**config.mk**
```make
export PLATFORM = sky130hd
export DESIGN_NAME = pixelColorMixer
export DESIGN_NICKNAME = d
export VERILOG_FILES = /design/src/puzzleDisplayPkg.sv /design/src/pixelColorMixer.sv
export SDC_FILE = /design/constraint.sdc
export NUM_CORES = 1
export LEC_CHECK = 0
export BUFFER_PORTS_ARGS = -buffer_cell sky130_fd_sc_hd__buf_2
export CAP_MARGIN = 20
export CELL_PAD_IN_SITES_DETAIL_PLACEMENT = 0
export CELL_PAD_IN_SITES_GLOBAL_PLACEMENT = 1
export CORE_AREA = 2 2 39 41
export DETAILED_ROUTE_END_ITERATION = 7
export DIE_AREA = 0 0 41 43
export MAX_ROUTING_LAYER = met4
export PLACE_DENSITY_LB_ADDON = 0.1
export SLEW_MARGIN = 20
export SYNTH_ARGS = -nofsm -noshare
export SYNTH_HDL_FRONTEND = slang
export SYNTH_SLANG_ARGS = --single-unit
```
**constraint.sdc**
```tcl
create_clock -name clk -period 0.9 [get_ports clk]
set_clock_uncertainty 0.1 [all_clocks]
set_input_delay 0.18 -clock clk [delete_from_list [all_inputs] [get_ports clk]]
set_output_delay 0.18 -clock clk [all_outputs]
set_load 0.01 [all_outputs]
```
**src/puzzleDisplayPkg.sv**
```systemverilog
package puzzleDisplayPkg;

    // counter widths for the pixel and line counters
    // the line counter has to reach vTotal - 1
    localparam int xWidth = 9;
    localparam int yWidth = 9;

    // visible pixels and clocks per line
    localparam int hActive = 320;
    localparam int hTotal = 400;

    // visible lines and lines per frame
    localparam int vActive = 240;
    localparam int vTotal = 262;

    // hsync is low for x in [hSyncStart, hSyncEnd)
    localparam int hSyncStart = 328;
    localparam int hSyncEnd = 376;

    // vsync is low for y in [vSyncStart, vSyncEnd)
    localparam int vSyncStart = 244;
    localparam int vSyncEnd = 246;

    // tile k spans (tileOrigin + tileStep*k, tileOrigin + tileStep*k + tileSize)
    localparam int tileOrigin = 20;
    localparam int tileStep = 110;
    localparam int tileSize = 90;

    // number of tiles on each axis
    localparam int tilesPerAxis = 2;

    // highlight center is highlightCenterBase - tileStep*index on each axis
    // index 0 lands on the right or bottom tile
    localparam int highlightCenterBase = 175;
    localparam int highlightHalf = 50;

    // 4-4-4 color word with red in the top nibble
    typedef logic [11:0] rgb12_t;

    localparam rgb12_t colorBackground = 12'h000;
    localparam rgb12_t colorTile = 12'h888;
    localparam rgb12_t colorHighlight = 12'hFF0;

    // cursor update FSM
    // idle waits for a move, pending waits for frame start,
    // apply writes the new row or column
    typedef enum logic [1:0] {
        cursorIdle,
        cursorPending,
        cursorApply
    } cursorState_t;

endpackage

```
**src/pixelColorMixer.sv**
```systemverilog
`timescale 1ns/100ps

module pixelColorMixer import puzzleDisplayPkg::*; (
    input  logic   clk,
    input  logic   rstN,
    input  logic   modSquaresPixel,
    input  logic   modHighlightPixel,
    input  logic   active,
    input  logic   hSyncRaw,
    input  logic   vSyncRaw,
    output rgb12_t rgb,
    output logic   hSync,
    output logic   vSync
);

    // first delay stage, lines up with the generator marks
    logic activeD1;
    logic hSyncD1;
    logic vSyncD1;

    always_ff @(posedge clk) begin
        if (!rstN) begin
            activeD1 <= 1'b0;
            hSyncD1 <= 1'b1;
            vSyncD1 <= 1'b1;
        end else begin
            activeD1 <= active;
            hSyncD1 <= hSyncRaw;
            vSyncD1 <= vSyncRaw;
        end
    end

    // second stage drives the pins
    // highlight wins over tile, tile over background, black in blanking
    always_ff @(posedge clk) begin
        if (!rstN) begin
            rgb <= colorBackground;
            hSync <= 1'b1;
            vSync <= 1'b1;
        end else begin
            hSync <= hSyncD1;
            vSync <= vSyncD1;
            if (!activeD1) begin
                rgb <= 12'h000;
            end else if (modHighlightPixel) begin
                rgb <= colorHighlight;
            end else if (modSquaresPixel) begin
                rgb <= colorTile;
            end else begin
                rgb <= colorBackground;
            end
        end
    end

endmodule

```
==> impl_metrics.json <==
{
  "ant_nets": 0,
  "max_stage_delay_ps": 340,
  "drc_errors": 0,
  "clkSinkCount": 8,
  "fmax_ghz": 0.999,
  "rows": 14,
  "clk_pin_slew_ps": 50,
  "avgSynthCellArea_um2": 11.2,
  "rr_worst_depth": 1,
  "start_util": 0.211,
  "powerDensity_nw_per_um2": 1830,
  "cp_cell_sequence": "buf_2",
  "gp_congestion": 0.562,
  "antenna_found_initial": 0,
  "ys_ff_latch": 8,
  "finalSetupViolCount": 11,
  "grt_max_degree": 9,
  "violations": "negative setup slack",
  "hold_viol": 0,
  "grt-busiest-layer": "met4",
  "cts_buffers": 3,
  "die_area_um2": 1760,
  "cap_violations": 0,
  "fp.dieW_um": 41,
  "min_delay_path_depth": 2,
  "crit_family": "flip-flops",
  "path_buf_inv": 1,
  "fin_crit_sh": 1.11,
  "core_area_um2": 1380,
  "r2r_start": "activeD1",
  "cp_slowest_cell": "dfxtp_4",
  "status": "finished with violations",
  "multi_input_area_um2": 71.3,
  "fin_crit_ps": 1000,
  "place_ws_ps": 104,
  "end_kind": "output port",
  "setup.worst_path.start": "rgb[10]",
  "slew_viol_final": 0,
  "ys_seq_area_frac": 0.549,
  "path_max_fanout": 6,
  "viasPerCell": 3.64,
  "cts_max_path_buffers": 2,
  "crit_arrival_ps": 720,
  "boundaryPins": 21,
  "final-seq-area_um2": 165,
  "wl_per_cell_um": 7.85,
  "antenna_cells": 0,
  "nFillCells": 157,
  "cp.depth": 1,
  "rsz0062_at_grt": "yes",
  "crit_end": "rgb[8]",
  "synthCells": 26,
  "grt.met2_usage": 0.0750,
  "first_pass_iters": 1,
  "clock_latency_ps": 240,
  "use_met1": 0.0356,
  "grt_usage": 0.0577,
  "die_h_um": 43,
  "crit_required_ps": 620,
  "drtIter0Drc": 0,
  "drive_above_1_share": 0.615,
  "cts_tree": "done",
  "grt-ovfl-total": 0,
  "holdWs_ps": 12.2,
  "tns_ps": -836,
  "cp-start-kind": "flop",
  "final_cell_mix": "buf_2, dfxtp_1, nand2b_1",
  "nNetsFinal": 48,
  "io_buffers": 17,
  "mostFrequentLayoutCell": "buf_2",
  "wl_um": 432,
  "worstSetupPathType": "flop to output port",
  "hold_path.class": "primary input to flop",
  "max-vdd-ir-drop_mv": 0.383,
  "synth_area_um2": 292,
  "via_count": 200,
  "cts.htree.levels": 1,
  "postCtsSetupBuffers": 0,
  "grt_pass1_vias": 159,
  "use_met3": 0.0157,
  "reg2reg_to": "rgb[3]",
  "leakage_nw": 0.204,
  "cts_root_buf": "clkbuf_4",
  "r2r_slack_ps": 180,
  "grt_pass1_wl_um": 545,
  "synthDistinctLibCells": 8,
  "worst_slack_ps": -101,
  "yosys_warnings": 0,
  "areaGrowthSynthToFinish_pct": 29.2
}
==> sequential cells by signal (all words and copies together) (netlist names) <==
register and flops:
activeD1 1, hSync 1, hSyncD1 1, rgb 3, vSync 1, vSyncD1 1
==> metal layers <==
layer / wire length (um) / vias up
li1: - / 97
met1: 119 / 87
met2: 236 / 14
met3: 62 / 2
met4: 14 / 0
met5: 0 / -
==> cells in the mapped netlist (all sizes together) <==
cell type / n / area (um2)
and2: 1 / 7.51
and3: 1 / 7.51
and4b: 1 / 10.0
buf: 9 / 67.6
conb: 1 / 3.75
dfxtp: 8 / 160
nand2b: 4 / 25.0
o211a: 1 / 10.0
==> worst min path at each step <==
| stage | endpoint | slack, ps | startpoint |
|---|---|---|---|
| 2_1_floorplan | hSync | 150 | rstN |
| 3_3_place_gp | hSyncD1 | 260 | hSyncRaw |
| 3_5_place_dp | hSyncD1 | 270 | hSyncRaw |
| 4_1_cts | hSyncD1 | 10 | hSyncRaw |
| 5_1_grt | hSyncD1 | 10 | hSyncRaw |
| 6_report | hSyncD1 | 10 | hSyncRaw |
==> layout make-up <==
class / count / area share
Sequential cell: 8 / 0.439
Timing Repair Buffer: 17 / 0.259
Multi-Input combinational cell: 11 / 0.189
Clock buffer: 3 / 0.0598
Tap cell: 16 / 0.0532
==> repair_timing <==
action | in CTS | in global routing
setup endpoints to repair | 11 | 11
pin swaps | 0 | 0
hold buffers | 0 | 0
resized for setup | 4 | 1
==> metrics by stage <==
| step | power (W) | area [um2] | instances | utilization |
|---|---|---|---|---|
| 6_report | 0.000691 | 377 | 55 | 0.272 |
| 5_1_grt | 0.000738 | 377 | 55 | 0.272 |
| 4_1_cts | 0.000705 | 374 | 55 | 0.270 |
| 3_5_place_dp | 0.000437 | 337 | 52 | 0.243 |
| 3_3_place_gp | 0.000435 | 337 | 52 | 0.243 |
| 2_1_floorplan | 0.000425 | 299 | 28 | - |
==> kinds of logic (layout without fill, tap and decap cells) <==
kind of cell	count (synthesis)	after routing	share of synthesized area
AND/OR/NAND/NOR	7	7	0.172
AO/OA/AOI/OAI	1	1	0.0343
buffers and inverters	9	20	0.232
flip-flops	8	8	0.549
other	1	3	0.0129
==> where the power goes <==
| group | switching (W) | internal, W |
|---|---|---|
| sequential | 0.00000533 | 0.000367 |
| combinational | 0.0000283 | 0.0000307 |
| clock | 0.000108 | 0.000152 |
No activity file was read; power rests on OpenSTA's default activity.
