File: config.mk
export PLATFORM = sky130hd
export DESIGN_NAME = cursorControl
export DESIGN_NICKNAME = d
export VERILOG_FILES = /design/src/puzzleDisplayPkg.sv /design/src/cursorControl.sv
export SDC_FILE = /design/constraint.sdc
export NUM_CORES = 1
export LEC_CHECK = 0
export ABC_AREA = 1
export BUFFER_PORTS_ARGS = -buffer_cell sky130_fd_sc_hd__buf_4
export CORE_AREA = 2 2 39 41
export CTS_BUF_LIST = sky130_fd_sc_hd__clkbuf_8
export CTS_CLUSTER_DIAMETER = 200
export DETAILED_ROUTE_END_ITERATION = 16
export DIE_AREA = 0 0 41 43
export HOLD_SLACK_MARGIN = 0.12
export PLACE_DENSITY = 0.35
export SLEW_MARGIN = 20
export SYNTH_ARGS = -nofsm -noshare
export SYNTH_HDL_FRONTEND = slang
export SYNTH_SLANG_ARGS = --single-unit
File: constraint.sdc
create_clock -name clk -period 1.2 [get_ports clk]
set_input_delay 0.18 -clock clk [delete_from_list [all_inputs] [get_ports clk]]
set_output_delay 0.18 -clock clk [all_outputs]
set_load 0.02 [all_outputs]
File: src/puzzleDisplayPkg.sv
package puzzleDisplayPkg;

    // counter widths for the pixel and line counters
    // the line counter has to reach vTotal - 1
    localparam int xWidth = 9;
    localparam int yWidth = 9;

    // visible pixels and clocks per line
    localparam int hActive = 320;
    localparam int hTotal = 400;

    // visible lines and lines per frame
    localparam int vActive = 240;
    localparam int vTotal = 262;

    // hsync is low for x in [hSyncStart, hSyncEnd)
    localparam int hSyncStart = 328;
    localparam int hSyncEnd = 376;

    // vsync is low for y in [vSyncStart, vSyncEnd)
    localparam int vSyncStart = 244;
    localparam int vSyncEnd = 246;

    // tile k spans (tileOrigin + tileStep*k, tileOrigin + tileStep*k + tileSize)
    localparam int tileOrigin = 20;
    localparam int tileStep = 110;
    localparam int tileSize = 90;

    // number of tiles on each axis
    localparam int tilesPerAxis = 2;

    // highlight center is highlightCenterBase - tileStep*index on each axis
    // index 0 lands on the right or bottom tile
    localparam int highlightCenterBase = 175;
    localparam int highlightHalf = 50;

    // 4-4-4 color word with red in the top nibble
    typedef logic [11:0] rgb12_t;

    localparam rgb12_t colorBackground = 12'h000;
    localparam rgb12_t colorTile = 12'h888;
    localparam rgb12_t colorHighlight = 12'hFF0;

    // cursor update FSM
    // idle waits for a move, pending waits for frame start,
    // apply writes the new row or column
    typedef enum logic [1:0] {
        cursorIdle,
        cursorPending,
        cursorApply
    } cursorState_t;

endpackage

File: src/cursorControl.sv
`timescale 1ns/100ps

module cursorControl import puzzleDisplayPkg::*; (
    input  logic clk,
    input  logic rstN,
    input  logic frameStart,
    input  logic moveUp,
    input  logic moveDown,
    input  logic moveLeft,
    input  logic moveRight,
    output logic modRow,
    output logic modCol
);

    cursorState_t state;
    cursorState_t stateNext;

    // pending move, bit 1 is the axis (0 row, 1 col), bit 0 the new index
    logic [1:0] pendingMove;
    logic [1:0] moveCode;
    logic       anyMove;

    assign anyMove = moveUp | moveDown | moveLeft | moveRight;

    // encode the incoming pulse
    // simultaneous pulses resolve up, down, left, right
    always_comb begin
        if (moveUp) begin
            moveCode = 2'b01;
        end else if (moveDown) begin
            moveCode = 2'b00;
        end else if (moveLeft) begin
            moveCode = 2'b11;
        end else begin
            moveCode = 2'b10;
        end
    end

    // next state
    always_comb begin
        stateNext = state;
        case (state)
            cursorIdle: begin
                // only a move seen here is taken
                if (anyMove) begin
                    stateNext = cursorPending;
                end
            end
            cursorPending: begin
                // hold until the raster is back at the top
                if (frameStart) begin
                    stateNext = cursorApply;
                end
            end
            cursorApply: begin
                stateNext = cursorIdle;
            end
            default: begin
                stateNext = cursorIdle;
            end
        endcase
    end

    always_ff @(posedge clk) begin
        if (!rstN) begin
            state <= cursorIdle;
        end else begin
            state <= stateNext;
        end
    end

    // capture the move that started the pending cycle
    always_ff @(posedge clk) begin
        if (state == cursorIdle && anyMove) begin
            pendingMove <= moveCode;
        end
    end

    // saturating update, one axis per move
    always_ff @(posedge clk) begin
        if (!rstN) begin
            modRow <= 1'b0;
            modCol <= 1'b0;
        end else if (state == cursorApply) begin
            if (pendingMove[1]) begin
                modCol <= pendingMove[0];
            end else begin
                modRow <= pendingMove[0];
            end
        end
    end

endmodule

==> flow_metrics.tcl <==
set metrics [dict create \
    worst_slack_after_detailed_placement_ns 0.322 \
    vdd_drop_max_v 0.000568 \
    n_fill_cell 153 \
    finalWorstPathRequiredPeriod_ns 0.886 \
    grt_pass1_vias 202 \
    p_leak_nw 0.176 \
    share_of_cells_above_drive_strength_1_pct 30.2 \
    synth_cell_type_count 12 \
    slew_headroom_pct 89.7 \
    syn_avg_cell_area_sq_um 8.23 \
    min_path_type "primary input to flip-flop" \
    die-width_um 41 \
    final_cell_mix "8 x buf_4, 6 x inv_1, 5 x nor2_1, 5 x nand2_1, 4 x dfxtp_1" \
    cellPowerDensity_nw_per_um2 1580 \
    tritoncts "built" \
    drtIter0Drc 5 \
    cts_root_buf "clkbuf_8" \
    achievable-frequency_mhz 1130 \
    critical_path_peak_fanout 5 \
    number_of_synthesized_register_bits 6 \
    drt_first_pass_iters 2 \
    worstSkewPairLatency_ns 0.22 \
    layout_worst_path_cycle_share_pct 73.9 \
    effective_utilization_at_floorplan_pct 18.4 \
    cts_hold_repair.buffers 0 \
    layout.area.seq_sq_um 140 \
    vias_per_cell 3.88 \
    syn_area_sq_um 255 \
    timing_worst_slew_pin_value_ns 0.155 \
    num_vias 229 \
    floorplan.die_area_sq_um 1760 \
    grt_antenna_before_repair 0 \
    die_height_um 43 \
    clkSlewWorstSetupHoldPaths_ns 0.04 \
    grt_util_all_layers_pct 7.14 \
    core-area_sq_um 1380 \
    total_routed_length_um 459 \
    route.detailed.drc 0 \
    worst_path_largest_cell_delay_ns 0.33 \
    insertedDiodeCount 0 \
    cts_post_setup_buffers_inserted 0 \
    synth.yosys.seq_area_share_pct 54.9 \
    worst_setup_path_start_kind "flip-flop" \
    grt_max_degree 6 \
    syn-instance-count 31 \
    worst_ep_required_time_ns 1.13 \
    timing.critical_path.arrival_ns 0.82 \
    h_tree_depth_reported_by_cts 1 \
    ys.warnings.count 0 \
    tritoncts_num_sinks 6 \
    grt_overflow_total 0 \
    numCtsBuffers 3 \
    critical_path.cell_chain "nor2_1 -> nand2_1 -> inv_1" \
    worst-setup-path-type "flip-flop to flip-flop" \
    hold_viol_final 0 \
    cp-end-kind "flip-flop" \
    finalClockSkew_ns 0.000286 \
    worst_slack_ns 0.314 \
    finalMaxSlewViolations 0 \
    antenna_violating_nets_post_route 0 \
    routabilityCongestion 0.689 \
    syn_to_final_growth_pct 49.0 \
    finalHoldWorstSlack_ns 0.194 \
    status "finished, final reports clean" \
    critical_path.slowest_cell "dfxtp_1" \
    total_number_of_nets_in_the_final_design 51 \
    routedWlPerCell_um 7.78 \
    placed_wire_length_estimate_after_detailed_placement_um 369 \
    rows 14 \
    final_common_cell "buf_4" \
    finalPower_mw 0.600 \
    rsz_0062_raised_after_global_routing "no" \
    grt_pass1_wl_um 759 \
    multi_input_area_sq_um 92.6 \
    setup_viol 0 \
    synth_nets 38 \
    setup_total_negative_slack_ns 0 \
    place.port_buffers 8 \
    maxCapViolations 0 \
    cts-resized-gates 0 \
    max-clock-path-buffers 2 \
    pin_count 9 \
]
-- metal layers --
layer	global-route usage (%)	up-vias	share of wire, %
met5	0	-	0
met3	7.85	0	15
li1	-	122	-
met1	7.44	97	42
met2	8.44	10	43
met4	4.00	0	0
-- power breakdown --
group | switching, mW | leakage (nW) | total [mW] | internal [mW]
registers | 0.0108 | 0.0526 | 0.239 | 0.228
logic | 0.0243 | 0.0963 | 0.0507 | 0.0264
clock network | 0.0906 | 0.0269 | 0.311 | 0.220
total | 0.126 | 0.176 | 0.600 | 0.474
-- sequential cells by signal (all words and copies together) (netlist names) --
name / cells
pendingMove: 2
state: 2
modRow: 1
modCol: 1
-- kinds of logic after synthesis --
family	count (synthesis)	share of synthesized area, %
AND/OR/NAND/NOR	16	29.4
AO/OA/AOI/OAI	3	6.86
buffers and inverters	6	8.82
flip-flops	6	54.9
-- worst paths after layout --
check | from | endpoint | slack [ns] | cells past startpoint
hold / removal | rstN | modRow | 0.19 | 3
setup reg to reg | state[1] | pendingMove[0] | 0.31 | 3
hold reg to reg | modCol | modCol | 0.46 | 2
setup / recovery | state[1] | pendingMove[0] | 0.31 | 3
-- synthesized netlist by cell type --
| cell type | n | share of area, % |
|---|---|---|
| inv_1 | 5 | 7.4 |
| nand2_1 | 5 | 7.4 |
| nor2_1 | 5 | 7.4 |
| dfxtp_1 | 4 | 31 |
| a21oi_1 | 2 | 3.9 |
| edfxtp_1 | 2 | 24 |
| nand3_1 | 2 | 3.9 |
| nand3b_1 | 2 | 5.9 |
| inv_2 | 1 | 1.5 |
| nand4_1 | 1 | 2.5 |
| nor2_2 | 1 | 2.5 |
| o21bai_1 | 1 | 2.9 |
-- final cells by class --
class | count | area share (%)
clock buffer | 3 | 10.9
tap | 16 | 5.26
sequential | 6 | 36.8
clock inverter | 1 | 0.987
multi-input combinational | 19 | 24.3
inverter | 6 | 5.92
timing repair buffer | 8 | 15.8
-- worst max-delay path: cells and delay by family (launching register included) --
kind,cells,cell delay (ns)
buffers and inverters,1,0.08
flip-flops,1,0.33
AND/OR/NAND/NOR,2,0.18
-- metrics by stage --
step	instance area, sq um	instances	util [%]
floorplan	255	31	-
global placement	335	55	24.2
detailed placement	335	55	24.2
CTS	380	59	27.5
global route	380	59	27.5
finish	380	59	27.5
No activity file was read; power rests on OpenSTA's default activity.
