==> src/puzzleDisplayPkg.sv <==
package puzzleDisplayPkg;

    // counter widths for the pixel and line counters
    // the line counter has to reach vTotal - 1
    localparam int xWidth = 9;
    localparam int yWidth = 9;

    // visible pixels and clocks per line
    localparam int hActive = 320;
    localparam int hTotal = 400;

    // visible lines and lines per frame
    localparam int vActive = 240;
    localparam int vTotal = 262;

    // hsync is low for x in [hSyncStart, hSyncEnd)
    localparam int hSyncStart = 328;
    localparam int hSyncEnd = 376;

    // vsync is low for y in [vSyncStart, vSyncEnd)
    localparam int vSyncStart = 244;
    localparam int vSyncEnd = 246;

    // tile k spans (tileOrigin + tileStep*k, tileOrigin + tileStep*k + tileSize)
    localparam int tileOrigin = 20;
    localparam int tileStep = 110;
    localparam int tileSize = 90;

    // number of tiles on each axis
    localparam int tilesPerAxis = 2;

    // highlight center is highlightCenterBase - tileStep*index on each axis
    // index 0 lands on the right or bottom tile
    localparam int highlightCenterBase = 175;
    localparam int highlightHalf = 50;

    // 4-4-4 color word with red in the top nibble
    typedef logic [11:0] rgb12_t;

    localparam rgb12_t colorBackground = 12'h000;
    localparam rgb12_t colorTile = 12'h888;
    localparam rgb12_t colorHighlight = 12'hFF0;

    // cursor update FSM
    // idle waits for a move, pending waits for frame start,
    // apply writes the new row or column
    typedef enum logic [1:0] {
        cursorIdle,
        cursorPending,
        cursorApply
    } cursorState_t;

endpackage

==> src/scanTimer.sv <==
`timescale 1ns/100ps

module scanTimer import puzzleDisplayPkg::*; (
    input  logic              clk,
    input  logic              rstN,
    output logic [xWidth-1:0] x,
    output logic [yWidth-1:0] y,
    output logic              active,
    output logic              frameStart,
    output logic              hSyncRaw,
    output logic              vSyncRaw
);

    logic lineEnd;
    logic frameEnd;

    // last clock of a line and last line of a frame
    assign lineEnd = (x == xWidth'(hTotal - 1));
    assign frameEnd = (y == yWidth'(vTotal - 1));

    // pixel counter, advances every clock
    always_ff @(posedge clk) begin
        if (!rstN) begin
            x <= '0;
        end else if (lineEnd) begin
            x <= '0;
        end else begin
            x <= x + 1'b1;
        end
    end

    // line counter, advances when the pixel counter wraps
    always_ff @(posedge clk) begin
        if (!rstN) begin
            y <= '0;
        end else if (lineEnd) begin
            if (frameEnd) begin
                y <= '0;
            end else begin
                y <= y + 1'b1;
            end
        end
    end

    // visible area flag
    assign active = (x < xWidth'(hActive)) && (y < yWidth'(vActive));

    // one cycle at the top-left pixel of each frame
    assign frameStart = (x == '0) && (y == '0);

    // sync levels, active low inside their windows
    assign hSyncRaw = !((x >= xWidth'(hSyncStart)) && (x < xWidth'(hSyncEnd)));
    assign vSyncRaw = !((y >= yWidth'(vSyncStart)) && (y < yWidth'(vSyncEnd)));

endmodule

==> config.mk <==
export PLATFORM = sky130hd
export DESIGN_NAME = scanTimer
export DESIGN_NICKNAME = d
export VERILOG_FILES = /design/src/puzzleDisplayPkg.sv /design/src/scanTimer.sv
export SDC_FILE = /design/constraint.sdc
export NUM_CORES = 1
export LEC_CHECK = 0
export BUFFER_PORTS_ARGS = -buffer_cell sky130_fd_sc_hd__buf_2
export CORE_MARGIN = 2
export CORE_UTILIZATION = 40
export DETAILED_ROUTE_END_ITERATION = 10
export SYNTH_ARGS = -nofsm -noshare
export SYNTH_HDL_FRONTEND = slang
export SYNTH_SLANG_ARGS = --single-unit
==> constraint.sdc <==
create_clock -name clk -period 2.2 [get_ports clk]
set_input_delay 0.44 -clock clk [delete_from_list [all_inputs] [get_ports clk]]
set_output_delay 0.44 -clock clk [all_outputs]
set_load 0.005 [all_outputs]
==> impl_metrics.csv, run 1 <==
group,metric,value,unit
run_status,outcome,"finished clean",
detailed_routing,post_drt_wl_per_cell,13.3,um
detailed_routing,vias,936,
synth,syn_area_per_cell,8.94,um2
setup_path,crit_fanout,6,
worst_hold_path,holdCritPathClass,"in -> reg",
synth,synth_cell_types,34,
cts,htreeDepth,1,
cts,numCtsBuffers,3,
detailed_routing,drtAntennaViolNets,0,
setup_path,crit_arrival,1.61,ns
sta,period_minus_slack,2.05,ns
synth,synth_edf_count,0,
detailed_routing,drc_errors,0,
cts,cts_root_buf,"clkbuf_4",
cells_and_area,antennaDiodeCount,0,
floorplanning,core.rowCount,18,
synth,synth_top_cell_by_area,"dfxtp_1",
detailed_routing,drt_pass1_iterations,4,
setup_path,cp_slowest_cell,"dfxtp_1",
floorplanning,core,0.00243,mm2
floorplanning,start_util,0.415,
grt,use_met2,0.265,
cells_and_area,nFillCells,257,
sta,clock_skew,0.00350,ns
pwr,p_leak,0.512,nW
floorplanning,die_h,54.2,um
synth,syn_area,0.00101,mm2
run,max_cap_viol_count,0,
floorplanning,dieWidth,54.2,um
synth,synth_cells,113,
sta,post-route-period-util,0.932,
cells_and_area,multi_input_area,604,um2
pwr,ir_drop,0.287,mV
cells_and_area,area_growth,18.0,%
setup_path,crit_chain,"inv_1 > ha_1 > nor4bb_4 > nand2_1 > and4bb_2 > buf_2",
cts,clkSinkCount,18,
synth,yosysSeqAreaShare,0.357,
grt,grt_usage,0.167,
grt,grt_max_degree,13,
cts,post-cts-setup-buffers,0,
grt,grtUsageMet3,0.0328,
synth,async_flop_share,0,
setup_path,critPathRequiredTime,1.76,ns
sta,rsz0062_at_grt,"no",
cells_and_area,nets,148,
sta,tns,0,ns
cts,cts_buffer_depth,2,
pwr,power_density,486,mW/mm2
cts,ctsHoldBuffers,0,
grt,grt_use_met1,0.239,
setup_path,slowest_delay,0.37,ns
sta,hold_viol,0,
detailed_routing,drt-initial-drc-count,22,
place,place_congestion,0.711,
grt,grt_pass1_vias,774,
place,dpl_cell_area,0.00113,mm2
place,port_buffers,23,
sta,max_freq,0.487,GHz
grt,grt-ovfl-total,0,
setup_path,start_kind,"flop",
synth,synthTopCellsByArea,"dfxtp_1 (36%), ha_1 (6.2%), xnor2_1 (4.3%), nor2_1 (4.1%), nand4_1 (3.7%)",
synth,synth_top_area_frac,0.357,
grt,grt_pass1_wl,3640,um
cts,clk_pin_slew_worst_paths,0.11,ns
setup_path,path_delay_family,"simple AND/OR/NAND/NOR gates",
synth,synth_nets,120,
setup_path,critPathKind,"reg -> out",
sta,worst_slew_pin_slew,0.509,ns
floorplanning,pin_count,24,
grt,antenna_found_initial,0,
detailed_routing,totalWireLength,2260,um
sta,slew_violations,0,
grt,grt_most_used_layer,"met2",
detailed_routing,drt-vias-per-instance,5.51,
cts,tritoncts,"yes",
floorplanning,die_area,0.00294,mm2
cts,insertion_delay,0.29,ns
synth,ys_seq_elements,18,
place,hpwl,1660,um
synth,ys.flop_type,"dfxtp_1",
cells_and_area,drive_gt1_frac,0.264,
cells_and_area,seq_area,360,um2
setup_path,end_kind,"output port",
cells_and_area,stdcell_area,0.00119,mm2
sta,slew_headroom,0.658,
synth,synth-warning-count,0,
setup_path,worst-path-buf-inv,2,
sta,setup_viol,0,
[through the flow]
stage               utilization  hold slack (ns)  instances  power, mW  setup slack [ns]
floorplan                     -            0.463        113      0.363             0.266
global route              0.490            0.460        170      0.609            0.0178
finish                    0.490            0.469        170      0.579             0.149
detailed placement        0.466            0.485        166      0.379             0.196
CTS                       0.481            0.460        170      0.584            0.0722
global placement          0.466            0.464        166      0.380             0.275
[cell usage after synthesis, types with 3 or more instances]
library cell and count:
a21oi_1 6, dfxtp_1 18, ha_1 5, inv_1 6, nand2_1 9, nand3_1 5
nand4_1 6, nor2_1 11, nor3_1 3, nor4_1 4, o31ai_1 5, or4_1 4
xnor2_1 5, xor2_1 4
[registers in the layout (all words and copies together) (netlist names)]
signal	flops
y	9
x	9
[worst reg2reg max path, delay by kind of cell, from the launching register on]
family	cells	cell delay (ns)
fa+ha+maj	1	0.25
simple gates	3	1.14
flops	1	0.42
compound gates	1	0.15
[power by group]
part / internal (mW) / switching [mW] / total, mW
Combinational: 0.0215 / 0.0172 / 0.0387
Sequential: 0.330 / 0.00661 / 0.337
Clock: 0.101 / 0.103 / 0.203
[final timing paths]
path	to	slack, ns	from	depth (start not counted)
setup / recovery	frameStart	0.15	x[0]$_SDFF_PP0_	6
hold / removal	y[1]$_SDFFE_PN0N_	0.47	rstN	2
setup reg to reg	y[5]$_SDFFE_PN0N_	0.17	x[0]$_SDFF_PP0_	5
hold reg to reg	x[0]$_SDFF_PP0_	0.50	x[0]$_SDFF_PP0_	1
[layer usage]
metal | vias to the layer above | routed length (um)
li1 | 468 | -
met1 | 440 | 1120
met2 | 26 | 1040
met3 | 2 | 92
met4 | 0 | 10
met5 | - | 0
[cell type report]
cell class,instances,share of cell area
tap,30,0.0315
sequential,18,0.303
multi-input combinational,87,0.507
timing repair buffer,25,0.109
inverter,6,0.0189
clock buffer,4,0.0305
[cell families (layout without fill, tap and decap cells)]
kind of cell | after synthesis | after routing | synth area share
xor gates and xnor gates | 9 | 9 | 0.0781
AOI/OAI and AO/OA | 17 | 17 | 0.107
buffers and inverters | 8 | 35 | 0.0657
adders and majority gates | 5 | 5 | 0.0620
DFF | 18 | 18 | 0.357
and+or+nand+nor | 56 | 56 | 0.331
[layout by cell type (no fill, tap or decap), types with 3 or more instances in the layout]
cell      netlist  final
xor2_1          4      4
or4_1           4      4
nor2_1         11     11
nand4_1         6      6
nand2_1         9      9
o31ai_1         5      5
nand3_1         5      5
clkbuf_4        0      3
a21oi_1         6      6
dfxtp_1        18     18
ha_1            5      5
buf_2           0     23
xnor2_1         5      5
inv_1           6      6
nor4_1          4      3
nor3_1          3      3
[timing repair]
item                       in CTS  in global routing
hold endpoints to repair        0                  0
gates resized for setup         0                  3
setup endpoints to repair       0                  1
(Power assumes the default switching activity.)
==> inputs of run 2 (changes only) <==
--- a/config.mk
+++ b/config.mk
@@ -5,7 +5,9 @@
 export SDC_FILE = /design/constraint.sdc
 export NUM_CORES = 1
 export LEC_CHECK = 0
+export ABC_CLOCK_PERIOD_IN_PS = 2200
 export BUFFER_PORTS_ARGS = -buffer_cell sky130_fd_sc_hd__buf_2
+export CORE_ASPECT_RATIO = 0.75
 export CORE_MARGIN = 2
 export CORE_UTILIZATION = 40
 export DETAILED_ROUTE_END_ITERATION = 10
==> run 2 against run 1 <==
Against the previous run:
- sequential cell count unchanged
- utilization rose by 0.84 points
- clock power fell by 23%
- wire length down 3.5%
- sequential power about the same
- count of clock-buffer cells in the layout is 1 lower
- first-iteration DRC count down 32%
- power shrank 8.9%
- sequential share of layout area up 0.58 points
- die area increased by 0.15%
- critical path depth is 1 lower
- critical endpoint is now y[5]$_SDFFE_PN0N_
- largest cell class unchanged
- largest power group unchanged
==> impl_metrics.csv, run 2 (synthesized netlist as in run 1, its figures left out) <==
group,metric,value,unit
grt,grt_pass1_wl,3580,um
cts,cts_buffer_depth,2,
sta,max_freq,0.488,GHz
cells_and_area,drive_gt1_frac,0.250,
place,place_congestion,0.773,
worst_hold_path,min_delay_path_depth,2,
cells_and_area,antennaDiodeCount,0,
floorplanning,die_h,47.5,um
place,hpwl,1660,um
floorplanning,core,0.00235,mm2
pwr,p_leak,0.502,nW
cts,htreeDepth,1,
sta,hold_viol,0,
cells_and_area,reg_top3,"x x9, y x9",
cts,post-cts-setup-buffers,0,
detailed_routing,post_drt_wl_per_cell,12.5,um
detailed_routing,drt-vias-per-instance,5.21,
cts,cts_resized,0,
sta,timing.final.ws_setup,0.149,ns
cts,numCtsBuffers,3,
sta,clock_skew,0.00117,ns
pwr,p_clk_frac,0.296,
setup_path,critPathRequiredTime,2.42,ns
grt,grt-ovfl-total,0,
cts,tritoncts,"yes",
floorplanning,start_util,0.430,
cts,clkSinkCount,18,
cts,insertion_delay,0.28,ns
setup_path,end_kind,"flop",
cells_and_area,layout_common_cells,"buf_2 (23), dfxtp_1 (18), nor2_1 (11)",
cts,cts_root_buf,"clkbuf_4",
sta,period_minus_slack,2.05,ns
pwr,power_density,451,mW/mm2
setup_path,r2r_cells,5,
detailed_routing,drt-initial-drc-count,15,
place,dp_slack,0.212,ns
setup_path,crit_fanout,12,
detailed_routing,totalWireLength,2180,um
grt,grt_pass1_vias,776,
place,port_buffers,23,
cells_and_area,nets,149,
run_status,outcome,"finished clean",
detailed_routing,drc_errors,0,
grt,grt_max_degree,13,
worst_hold_path,holdCritPathClass,"in -> reg",
floorplanning,die_area,0.00295,mm2
grt,grt_usage,0.170,
cells_and_area,area_growth,15.7,%
cells_and_area,stdcell_count,174,
floorplanning,dieWidth,62.0,um
pwr,comb_power_share,0.065,
cts,ctsHoldBuffers,0,
pwr,power.internal,0.412,mW
sta,worst_slew_pin_slew,0.519,ns
cts,clk_pin_slew_worst_paths,0.09,ns
run,max_cap_viol_count,0,
pwr,p_switching,0.116,mW
floorplanning,core.rowCount,15,
grt,antenna_found_initial,0,
pwr,seq_power_share,0.639,
pwr,ir_drop,0.328,mV
setup_path,start_kind,"flop",
sta,slew_violations,0,
sta,rsz0062_at_grt,"no",
cells_and_area,final_common_cell,"buf_2",
setup_path,critPathKind,"reg -> reg",
detailed_routing,drt_pass1_iterations,4,
sta,tns,0,ns
sta,slew_headroom,0.651,
detailed_routing,vias,906,
sta,setup_viol,0,
pwr,power_switching_share,0.220,
floorplanning,pin_count,24,
setup_path,crit_arrival,2.27,ns
place,dp.cells,171,
sta,post-route-period-util,0.932,
detailed_routing,drtAntennaViolNets,0,
==> run 2: cell types whose count changed in the layout (fill, tap and decap cells not counted) <==
cell,before,now
buf_4,2,3
nor4bb_4,1,0
clkbuf_8,1,0
nor4_2,1,0
nor4bb_1,0,1
nor4_1,3,4
==> run 2: layer usage <==
metal  up-vias  global-route usage  wire (um)
met5         -                   0          0
met4         0              0.0383         14
met3         2              0.0568         79
met2        16               0.233        873
met1       418               0.254       1210
li1        470                   -          -
==> run 2: area by class of cell <==
cell class / count / area, um2
clock buffers: 3 / 22.5
well taps: 34 / 42.5
flip-flops and latches: 18 / 360
fillers: 226 / 1180
repair buffers: 26 / 138
inverters: 6 / 22.5
multi-input cells: 87 / 583
==> run 2: final timing paths <==
path	slack, ns	to	startpoint
worst max register to register	0.15	y[5]$_SDFFE_PN0N_	x[0]$_SDFF_PP0_
worst min-delay path	0.46	x[5]$_SDFF_PP0_	rstN
worst max-delay path	0.15	y[5]$_SDFFE_PN0N_	x[0]$_SDFF_PP0_
worst min register to register	0.50	x[0]$_SDFF_PP0_	x[0]$_SDFF_PP0_
==> run 2: through the flow <==
step	area [um2]	hold WS, ns	util	power [mW]
6_report	1170	0.456	0.498	0.528
4_1_cts	1170	0.445	0.498	0.539
3_5_place_dp	1150	0.482	0.489	0.380
5_1_grt	1170	0.463	0.498	0.560
3_3_place_gp	1150	0.465	0.489	0.379
2_1_floorplan	1010	0.463	-	0.363
==> run 2: worst max-delay path, cell delays in order, from the launching register on <==
cell and delay (ns):
dfxtp_1 0.42, ha_1 0.26, nand3_2 0.16, or3_4 0.47, or4_1 0.52, a21oi_1 0.15
==> run 2: power groups by stage <==
stage / Combinational, mW / Clock (mW) / Sequential (mW)
after floorplan: 0.0189 / 0 / 0.344
after global placement: 0.0351 / 0 / 0.344
after detailed placement: 0.0348 / 0 / 0.345
after CTS: 0.0350 / 0.167 / 0.337
after global routing: 0.0388 / 0.183 / 0.338
final: 0.0345 / 0.156 / 0.337
